$ cat src/enable_gen_settings.svh
// Build-time widths and counts for the three-channel enable generator
`ifndef ENABLE_GEN_SETTINGS_SVH
`define ENABLE_GEN_SETTINGS_SVH

// Width of the period counter, the period and every threshold (8 to 32)
`define ENABLE_GEN_COUNTER_WIDTH 16

// Number of enable outputs, one comparator per channel
`define ENABLE_GEN_N_CHANNELS 3

// Control, period and one threshold per channel
`define ENABLE_GEN_N_REGISTERS 5

// AXI-lite bus widths
`define ENABLE_GEN_AXIL_ADDR_WIDTH 8
`define ENABLE_GEN_AXIL_DATA_WIDTH 32

`endif

$ cat src/axil_pkg.sv
// AXI-lite request and response channel structs
// Bus engine state encoding for single-transaction slaves
`include "enable_gen_settings.svh"

package axil_pkg;

    // Everything the master drives
    typedef struct packed {
        logic [`ENABLE_GEN_AXIL_ADDR_WIDTH-1:0] awaddr;
        logic                                   awvalid;
        logic [`ENABLE_GEN_AXIL_DATA_WIDTH-1:0] wdata;
        logic                                   wvalid;
        logic                                   bready;
        logic [`ENABLE_GEN_AXIL_ADDR_WIDTH-1:0] araddr;
        logic                                   arvalid;
        logic                                   rready;
    } axil_req_t;

    // Everything the slave drives, responses are always OKAY
    typedef struct packed {
        logic                                   awready;
        logic                                   wready;
        logic                                   bvalid;
        logic                                   arready;
        logic                                   rvalid;
        logic [`ENABLE_GEN_AXIL_DATA_WIDTH-1:0] rdata;
    } axil_resp_t;

    typedef enum logic [1:0] {IDLE, WRITE_ACK, WRITE_RESP, READ_DATA} axil_state_e;

endpackage

$ cat src/enable_gen_pkg.sv
// Register map, configuration struct and counter state struct
// for the enable generator
`include "enable_gen_settings.svh"

package enable_gen_pkg;

    // Word index of each mapped register, byte address is index times four
    typedef enum logic [`ENABLE_GEN_AXIL_ADDR_WIDTH-3:0] {
        CONTROL     = 0,
        PERIOD      = 1,
        THRESHOLD_1 = 2,
        THRESHOLD_2 = 3,
        THRESHOLD_3 = 4
    } reg_index_e;

    typedef struct packed {
        logic                                 run;
        logic                                 use_ext_timebase;
        logic [`ENABLE_GEN_COUNTER_WIDTH-1:0] period;
        logic [`ENABLE_GEN_N_CHANNELS-1:0][`ENABLE_GEN_COUNTER_WIDTH-1:0] thresholds;
    } gen_config_t;

    // Step is high in the cycle in which count has just taken a new value
    typedef struct packed {
        logic [`ENABLE_GEN_COUNTER_WIDTH-1:0] count;
        logic                                 step;
    } counter_state_t;

endpackage

$ cat src/axil_register_cu.sv
// AXI-lite slave with single write and read transactions
// Address decode and storage of the generator configuration
`timescale 1ns/1ps
`include "enable_gen_settings.svh"

module axil_register_cu (
    input  logic                        clock,
    input  logic                        reset,
    input  axil_pkg::axil_req_t         axil_req,
    output axil_pkg::axil_resp_t        axil_resp,
    output enable_gen_pkg::gen_config_t config_out
);

    localparam int ADDR_WIDTH    = `ENABLE_GEN_AXIL_ADDR_WIDTH;
    localparam int DATA_WIDTH    = `ENABLE_GEN_AXIL_DATA_WIDTH;
    localparam int COUNTER_WIDTH = `ENABLE_GEN_COUNTER_WIDTH;

    axil_pkg::axil_state_e      state;
    logic [ADDR_WIDTH-1:0]      addr_q;
    logic [DATA_WIDTH-1:0]      wdata_q;
    enable_gen_pkg::reg_index_e reg_index;
    logic                       mapped;
    logic                       write_enable;
    logic [DATA_WIDTH-1:0]      read_value;

    // Byte address to word index, the two low address bits are ignored
    assign reg_index = enable_gen_pkg::reg_index_e'(addr_q[ADDR_WIDTH-1:2]);
    assign mapped = int'(addr_q[ADDR_WIDTH-1:2]) < `ENABLE_GEN_N_REGISTERS;

    // The register takes the data at the end of the awready/wready cycle
    assign write_enable = (state == axil_pkg::WRITE_ACK) && mapped;

    // Latch the transaction address and data when it is accepted in IDLE
    always_ff @(posedge clock) begin
        if (state == axil_pkg::IDLE) begin
            if (axil_req.awvalid && axil_req.wvalid) begin
                addr_q  <= axil_req.awaddr;
                wdata_q <= axil_req.wdata;
            end else if (axil_req.arvalid) begin
                addr_q <= axil_req.araddr;
            end
        end
    end

    // Bus engine, writes take priority over reads
    always_ff @(posedge clock) begin
        if (reset) begin
            state     <= axil_pkg::IDLE;
            axil_resp <= '0;
        end else begin
            case (state)
                axil_pkg::IDLE: begin
                    if (axil_req.awvalid && axil_req.wvalid) begin
                        axil_resp.awready <= 1'b1;
                        axil_resp.wready  <= 1'b1;
                        state             <= axil_pkg::WRITE_ACK;
                    end else if (axil_req.arvalid) begin
                        axil_resp.arready <= 1'b1;
                        state             <= axil_pkg::READ_DATA;
                    end
                end
                axil_pkg::WRITE_ACK: begin
                    axil_resp.awready <= 1'b0;
                    axil_resp.wready  <= 1'b0;
                    axil_resp.bvalid  <= 1'b1;
                    state             <= axil_pkg::WRITE_RESP;
                end
                axil_pkg::WRITE_RESP: begin
                    if (axil_req.bready) begin
                        axil_resp.bvalid <= 1'b0;
                        state            <= axil_pkg::IDLE;
                    end
                end
                axil_pkg::READ_DATA: begin
                    // First cycle here is the arready cycle, data follows it
                    if (axil_resp.arready) begin
                        axil_resp.arready <= 1'b0;
                        axil_resp.rvalid  <= 1'b1;
                        axil_resp.rdata   <= read_value;
                    end else if (axil_req.rready) begin
                        axil_resp.rvalid <= 1'b0;
                        state            <= axil_pkg::IDLE;
                    end
                end
                default: begin
                    state <= axil_pkg::IDLE;
                end
            endcase
        end
    end

    // Configuration storage, masked to the width each field holds
    always_ff @(posedge clock) begin
        if (reset) begin
            config_out <= '0;
        end else if (write_enable) begin
            case (reg_index)
                enable_gen_pkg::CONTROL: begin
                    config_out.run              <= wdata_q[0];
                    config_out.use_ext_timebase <= wdata_q[1];
                end
                enable_gen_pkg::PERIOD:
                    config_out.period <= wdata_q[COUNTER_WIDTH-1:0];
                enable_gen_pkg::THRESHOLD_1:
                    config_out.thresholds[0] <= wdata_q[COUNTER_WIDTH-1:0];
                enable_gen_pkg::THRESHOLD_2:
                    config_out.thresholds[1] <= wdata_q[COUNTER_WIDTH-1:0];
                enable_gen_pkg::THRESHOLD_3:
                    config_out.thresholds[2] <= wdata_q[COUNTER_WIDTH-1:0];
                default: begin
                end
            endcase
        end
    end

    // Read data is zero-extended, unmapped words read as zero
    always_comb begin
        read_value = '0;
        if (mapped) begin
            case (reg_index)
                enable_gen_pkg::CONTROL:
                    read_value = DATA_WIDTH'({config_out.use_ext_timebase, config_out.run});
                enable_gen_pkg::PERIOD:
                    read_value = DATA_WIDTH'(config_out.period);
                enable_gen_pkg::THRESHOLD_1:
                    read_value = DATA_WIDTH'(config_out.thresholds[0]);
                enable_gen_pkg::THRESHOLD_2:
                    read_value = DATA_WIDTH'(config_out.thresholds[1]);
                enable_gen_pkg::THRESHOLD_3:
                    read_value = DATA_WIDTH'(config_out.thresholds[2]);
                default:
                    read_value = '0;
            endcase
        end
    end

endmodule

$ cat src/enable_counter.sv
// Period counter with internal or external timebase
// Rising-edge detect on the timebase input and run enable gating
`timescale 1ns/1ps
`include "enable_gen_settings.svh"

module enable_counter (
    input  logic                           clock,
    input  logic                           reset,
    input  enable_gen_pkg::gen_config_t    gen_config,
    input  logic                           gen_enable_in,
    input  logic                           ext_timebase,
    output enable_gen_pkg::counter_state_t counter_state
);

    localparam int COUNTER_WIDTH = `ENABLE_GEN_COUNTER_WIDTH;

    logic                     timebase_q;
    logic                     timebase_rise;
    logic                     tick;
    logic                     active;
    logic [COUNTER_WIDTH-1:0] next_count;

    // Timebase is taken as synchronous to clock, a rise is high after low
    assign timebase_rise = ext_timebase && !timebase_q;

    // Every clock is a tick unless the external timebase is selected
    assign tick = gen_config.use_ext_timebase ? timebase_rise : 1'b1;

    // Either the bus bit or the external level runs the counter
    assign active = gen_config.run || gen_enable_in;

    // A full cycle is period plus one ticks
    always_comb begin
        if (counter_state.count == gen_config.period) begin
            next_count = '0;
        end else begin
            next_count = counter_state.count + 1'b1;
        end
    end

    always_ff @(posedge clock) begin
        if (reset) begin
            timebase_q <= 1'b0;
        end else begin
            timebase_q <= ext_timebase;
        end
    end

    always_ff @(posedge clock) begin
        if (reset) begin
            counter_state <= '0;
        end else if (!active) begin
            // Stopped counter restarts from zero
            counter_state.count <= '0;
            counter_state.step  <= 1'b0;
        end else if (tick) begin
            counter_state.count <= next_count;
            counter_state.step  <= 1'b1;
        end else begin
            counter_state.step <= 1'b0;
        end
    end

endmodule

$ cat src/enable_comparator_bank.sv
// Threshold comparators, one per channel
// Registered one-clock enable pulses on each new count
`timescale 1ns/1ps
`include "enable_gen_settings.svh"

module enable_comparator_bank (
    input  logic                              clock,
    input  logic                              reset,
    input  enable_gen_pkg::gen_config_t       gen_config,
    input  enable_gen_pkg::counter_state_t    counter_state,
    output logic [`ENABLE_GEN_N_CHANNELS-1:0] enable_out
);

    localparam int N_CHANNELS = `ENABLE_GEN_N_CHANNELS;

    logic [N_CHANNELS-1:0] match;

    // Only a freshly updated count can fire a channel, so a count that
    // waits at the threshold between external ticks gives a single pulse
    always_comb begin
        for (int ch = 0; ch < N_CHANNELS; ch++) begin
            match[ch] = counter_state.step
                && (counter_state.count == gen_config.thresholds[ch]);
        end
    end

    // One clock of latency from the counter update to the pulse
    always_ff @(posedge clock) begin
        if (reset) begin
            enable_out <= '0;
        end else begin
            enable_out <= match;
        end
    end

endmodule

$ cat src/enable_generator.sv
// Top level of the three-channel enable generator
// Register unit, period counter and comparator bank
`timescale 1ns/1ps
`include "enable_gen_settings.svh"

module enable_generator (
    input  logic                              clock,
    input  logic                              reset,
    input  axil_pkg::axil_req_t               axil_req,
    output axil_pkg::axil_resp_t              axil_resp,
    input  logic                              ext_timebase,
    input  logic                              gen_enable_in,
    output logic [`ENABLE_GEN_N_CHANNELS-1:0] enable_out
);

    enable_gen_pkg::gen_config_t    gen_config;
    enable_gen_pkg::counter_state_t counter_state;

    // Configuration registers on the bus side
    axil_register_cu register_cu (
        .clock      (clock),
        .reset      (reset),
        .axil_req   (axil_req),
        .axil_resp  (axil_resp),
        .config_out (gen_config)
    );

    enable_counter counter (
        .clock         (clock),
        .reset         (reset),
        .gen_config    (gen_config),
        .gen_enable_in (gen_enable_in),
        .ext_timebase  (ext_timebase),
        .counter_state (counter_state)
    );

    enable_comparator_bank comparators (
        .clock         (clock),
        .reset         (reset),
        .gen_config    (gen_config),
        .counter_state (counter_state),
        .enable_out    (enable_out)
    );

endmodule

$ cat config.mk
export PLATFORM = sky130hd
export DESIGN_NAME = enable_generator
export DESIGN_NICKNAME = d
export VERILOG_FILES = /design/src/axil_pkg.sv /design/src/enable_gen_pkg.sv /design/src/axil_register_cu.sv /design/src/enable_counter.sv /design/src/enable_comparator_bank.sv /design/src/enable_generator.sv
export VERILOG_INCLUDE_DIRS = /design/src
export SDC_FILE = /design/constraint.sdc
export NUM_CORES = 1
export LEC_CHECK = 0
export BUFFER_PORTS_ARGS = -buffer_cell sky130_fd_sc_hd__buf_2
export CORE_UTILIZATION = 50
export DETAILED_ROUTE_END_ITERATION = 10
export PLACE_DENSITY = 0.77
export SLEW_MARGIN = 20
export SYNTH_ARGS = -nofsm -noshare
export SYNTH_HDL_FRONTEND = slang
export SYNTH_HIERARCHICAL = 1
export SYNTH_SLANG_ARGS = --single-unit
$ cat constraint.sdc
create_clock -name clock -period 2.14 [get_ports clock]
set_input_delay 0.214 -clock clock [delete_from_list [all_inputs] [get_ports clock]]
set_output_delay 0.214 -clock clock [all_outputs]
set_load 0.01 [all_outputs]
# After elaboration in Yosys (flattened, before gate mapping)
# Index checks and enable logic that the tools add are counted.
# totals
ff_bits	150
input_bits	57
output_inout_bits	40
# classes
n_addsub	1
magnitude_cmp	1
n_eq_ne	18
muxes	22
bitwise	1
reduce_logical	29
# op_table
op	n
case mux 16 bit (5 select lines)	1
equality test 16 bit	4
2-to-1 mux 32 bit	1
AND reduction 2 bit	11
adder 16 x 1 -> 16 bit (second input constant)	1
2-to-1 mux 16 bit	1
2-to-1 mux 8 bit	2
equality test 6 x 2 -> 1 bit (second input constant)	2
2-to-1 mux 2 bit	6
!= test 2 bit (second input constant)	6
nonzero test 2 bit	5
case mux 2 bit (4 select lines)	1
2-to-1 mux 1 bit	7
equality test 6 x 1 -> 1 bit (second input constant)	1
equality test 6 x 3 -> 1 bit (second input constant)	1
logical AND 1 bit	6
zero test 6 bit	1
less-than comparator 6 x 3 -> 1 bit (second input constant)	1
equality test 2 bit (second input constant)	2
case mux 1 bit (2 select lines)	2
case mux 2 bit (2 select lines)	1
AND reduction 4 bit	1
!= test 3 bit (second input constant)	1
AND reduction 3 bit	1
6 further kinds	6

# Depth between registers and ports, before layout
# depth
ltp_word	4
mapped_depth	7
depth_no_buf	6

# Cells and area by module
# Netlist, hierarchy kept.
# modules_own_cells
module	n_inst	cells_each	area_each_um2	seq_area_each_um2
axil_register_cu	1	460	4514.3	2422.3
enable_counter	1	107	925.9	360.3
enable_comparator_bank	1	70	596.8	60.1

# Worst setup path before layout
# No wires, ideal clock.
# synth_path
path_kind	register -> register
from	reg register_cu.state[1]
to	reg register_cu.wdata_q[0], enable pin
arrival_ps	1633
slack_ps	97
path_stages_with_launch	3
path_buffers	1
path_cell_list	dfxtp_1 buf_2 nor3_1
# synth_via
elab_chain_cells	2
# synth_rtl
item	line_no	rtl
from (decl)	axil_register_cu.sv:18	axil_pkg::axil_state_e state;
from (signal assigned)	axil_register_cu.sv:48	state <= axil_pkg::IDLE;
from (signal assigned)	axil_register_cu.sv:56	state <= axil_pkg::WRITE_ACK;
from (signal assigned)	axil_register_cu.sv:59	state <= axil_pkg::READ_DATA;
zero test 2 bit	axil_register_cu.sv:35	if (state == axil_pkg::IDLE) begin
AND reduction 2 bit (no line)	--	
to (signal assigned)	axil_register_cu.sv:38	wdata_q <= axil_req.wdata;
to (decl)	axil_register_cu.sv:20	logic [DATA_WIDTH-1:0] wdata_q;
# No other way between the ends.
# A chain may end at the register's enable or synchronous reset.

# Final worst setup path
# layout_path
from	reg register_cu.addr_q[5]
to	reg register_cu/config_out[22] (netlist bit)
# layout_via
elab_chain_cells	3
word_cells_on_any_way	4
classes_between	order compare: 1; eq/ne: 1; reduce/logical: 2
# layout_rtl
item	line_no	rtl
from (decl)	axil_register_cu.sv:19	logic [ADDR_WIDTH-1:0] addr_q;
from (signal assigned)	axil_register_cu.sv:37	addr_q <= axil_req.awaddr;
from (signal assigned)	axil_register_cu.sv:40	addr_q <= axil_req.araddr;
less-than comparator 6 x 3 -> 1 bit (no line)	--	
logical AND 1 bit	axil_register_cu.sv:31	assign write_enable = (state == axil_pkg::WRITE_ACK) && mapped;
AND reduction 2 bit (no line) (*)	--	
to (decl)	axil_register_cu.sv:11	output enable_gen_pkg::gen_config_t config_out
# Every way passes the cells marked *; elsewhere a longest branch is shown, timed or not.

==> results.sh <==
export IMPL_synthFlopType="dfxtp_1"
export IMPL_ys_seq_area_share_pct=47.1
export IMPL_pre_cts_slack_ps=236
export IMPL_insertedDiodeCount=0
export IMPL_power_leakage_nw=3.20
export IMPL_antenna_found_initial=0
export IMPL_ant_nets=0
export IMPL_drc=7
export IMPL_yosysTopAreaCell="dfxtp_1"
export IMPL_synth_top_area_share_pct=36.1
export IMPL_violations="DRC"
export IMPL_place_inst=826
export IMPL_setup_viol=0
export IMPL_cts_root_buf="clkbuf_16"
export IMPL_synth_simple_area_share_pct=17.7
export IMPL_cts_path_max_buffers=2
export IMPL_worst_pin_slew_ps=680
export IMPL_clock_latency_ps=420
export IMPL_synthMuxAreaShare_pct=6.76
export IMPL_rsz0062_at_grt="no"
export IMPL_avgSynthCellArea_sq_um=9.48
export IMPL_area_growth_pct=17.8
export IMPL_max_freq_mhz=517
export IMPL_setup_ws_ps=206
export IMPL_cts_clk_slew_worst_paths_ps=60
export IMPL_fin_cells=874
export IMPL_die_w_um=112
export IMPL_postSynth_asyncResetShare_pct=0
export IMPL_cp_slowest_cell="nand4_2"
export IMPL_synth_compound_area_share_pct=11.2
export IMPL_yosysUniqueCellTypes=48
export IMPL_fin_setup_tns_ps=0
export IMPL_arrival_ps=2200
export IMPL_synth_seq_cells=131
export IMPL_place_hpwl_um=10500
export IMPL_cts_max_level=4
export IMPL_hold_path_class="input pin to register"
export IMPL_grt_pass1_vias=4637
export IMPL_critical_path_buf_inv_count=0
export IMPL_path_cells="nor3_4 > nand4_2 > nand2_1 > a21oi_1"
export IMPL_initial_core_util_pct=52.0
export IMPL_yosysWarnings=6
export IMPL_num_vias=4845
export IMPL_p_per_area_mw_per_mm2=788
export IMPL_min_period_ps=1930
export IMPL_synthAdderAreaFrac_pct=0.207
export IMPL_synthTopCellsByArea="dfxtp_1, edfxtp_1, xor2_1"
export IMPL_synthCells=637
export IMPL_ctsHoldBuffers=16
export IMPL_critPathCaptureType="register"
export IMPL_drt_pass1_iter_count=11
export IMPL_drive_above_1_share_pct=17.4
export IMPL_max_cap_viol_count=0
export IMPL_route_detailed_wl_per_inst_um=16.6
export IMPL_skew_ps=8.49
export IMPL_fin_nets=776
export IMPL_ir_worst_vdd_mv=0.547
export IMPL_maxSlewHeadroom_pct=54.7
export IMPL_cts_buffers=17
export IMPL_worstSetupStartpointType="register"
export IMPL_clkSinkCount=131
export IMPL_synth_top_family_by_area="simple AND/OR/NAND/NOR gates"
export IMPL_grt_use_total_pct=24.6
export IMPL_cts_setup_buffers=0
export IMPL_fp_row_count=39
export IMPL_wl_um=14500
export IMPL_synth_edf_count=22
export IMPL_crit_type="register to register"
export IMPL_gp_congestion=0.875
export IMPL_dieArea_sq_mm=0.0125
export IMPL_ios=97
export IMPL_core_area_sq_mm=0.0116
export IMPL_grt_max_degree=67
export IMPL_grt_first_pass_wirelength_um=23400
export IMPL_drv_slew=0
export IMPL_crit_path_max_incr_delay_ps=520
export IMPL_worstPathRequired_ps=2410
export IMPL_hold_viol_final=0
export IMPL_min_period_over_period_pct=90.4
export IMPL_yosysMostFrequentCell="dfxtp_1"
export IMPL_post_cts_resized=0
export IMPL_total_power_mw=5.61
export IMPL_drt_vias_per_instance=5.54
export IMPL_numPortBuffers=60
export IMPL_cts_tree="yes"
export IMPL_path_delay_family="simple AND/OR/NAND/NOR gates"
export IMPL_status="finished, violations left"
export IMPL_die_y_um=112
export IMPL_netlist_area_sq_mm=0.00604
export IMPL_synth_xor_area_share_pct=11.5
export IMPL_drt_initial_drc_count=325
export IMPL_cp_max_fo=16
export IMPL_final_util_pct=61.2
export IMPL_gr_total_overflow=0
export IMPL_ys_top_cells_by_count="dfxtp_1, nand2_1, xor2_1"
==> final cells by class <==
type / count / area [sq um]
Clock inverter: 11 / 83.8
Fill cell: 956 / 4500
Tap cell: 143 / 179
Sequential cell: 131 / 2840
Clock buffer: 21 / 472
Multi-Input combinational cell: 471 / 2920
Timing Repair Buffer: 96 / 611
Inverter: 1 / 3.75
==> per-stage QoR <==
| step | cell area, sq um | hold slack [ps] |
|---|---|---|
| floorplan | 6090 | 286 |
| global route | 7110 | 38.2 |
| CTS | 7110 | 17.5 |
| finish | 7110 | 39.4 |
| detailed placement | 6400 | 392 |
| global placement | 6400 | 391 |
==> final timing paths <==
path | end | slack [ps] | from | cells after the start
setup / recovery | register_cu/config_out[22] | 210 | register_cu/addr_q[5] | 4
hold / removal | counter/timebase_q | 40 | ext_timebase | 2
setup reg to reg | register_cu/config_out[22] | 210 | register_cu/addr_q[5] | 4
hold reg to reg | register_cu/axil_resp[32] | 470 | register_cu/axil_resp[32] | 2
==> state kept, by name, summed over array words and instances, names as in the netlist <==
| name | cells |
|---|---|
| register_cu/axil_resp | 20 |
| register_cu/config_out | 66 |
| comparators/enable_out | 3 |
| counter/timebase_q | 1 |
| register_cu/state | 2 |
| register_cu/wdata_q | 16 |
| counter/counter_state | 17 |
| register_cu/addr_q | 6 |
==> placed cells by master, fill, tap and decap left out, types with 2 or more instances in the layout <==
cell and instances:
nor3_1 11, and3_1 2, o21ai_1 14, xnor2_1 4, and2_1 2, clkbuf_1 2
nand2b_1 4, a2bb2oi_1 14, dfxtp_1 109, nor4_1 12, a22o_1 2, clkbuf_16 18
dlygate4sd3_1 16, nor2b_1 3, mux2i_1 34, buf_2 60, a21oi_1 54, nand4_1 6
a22oi_1 16, buf_4 20, nand3_1 34, nor3_2 2, edfxtp_1 22, mux2_2 6
a31oi_1 2, conb_1 16, clkinv_2 8, nand2_1 94, nor2_1 45, xor2_1 75
o221ai_1 2
==> routing by layer <==
layer  global-route usage, %  vias up  share of wire, %
li1                        -     2350                 -
met1                    31.6     2268                45
met2                    39.5      207                47
met3                    5.28       20               6.6
met4                    11.3        0               1.6
met5                       0        -                 0
==> power breakdown <==
group / total [mW] / leakage (nW) / switching (mW) / internal, mW
registers: 2.62 / 1.08 / 0.0553 / 2.56
logic: 0.298 / 1.84 / 0.172 / 0.126
clock network: 2.69 / 0.281 / 1.02 / 1.68
total: 5.61 / 3.20 / 1.24 / 4.36
==> kinds of logic after synthesis <==
group	count (synthesis)
muxes	40
AOI/OAI and AO/OA	109
DFF	131
and+or+nand+nor	226
buffers and inverters	50
other	1
adders and majority gates	1
xor gates and xnor gates	79
No activity file was read; power rests on OpenSTA's default activity.
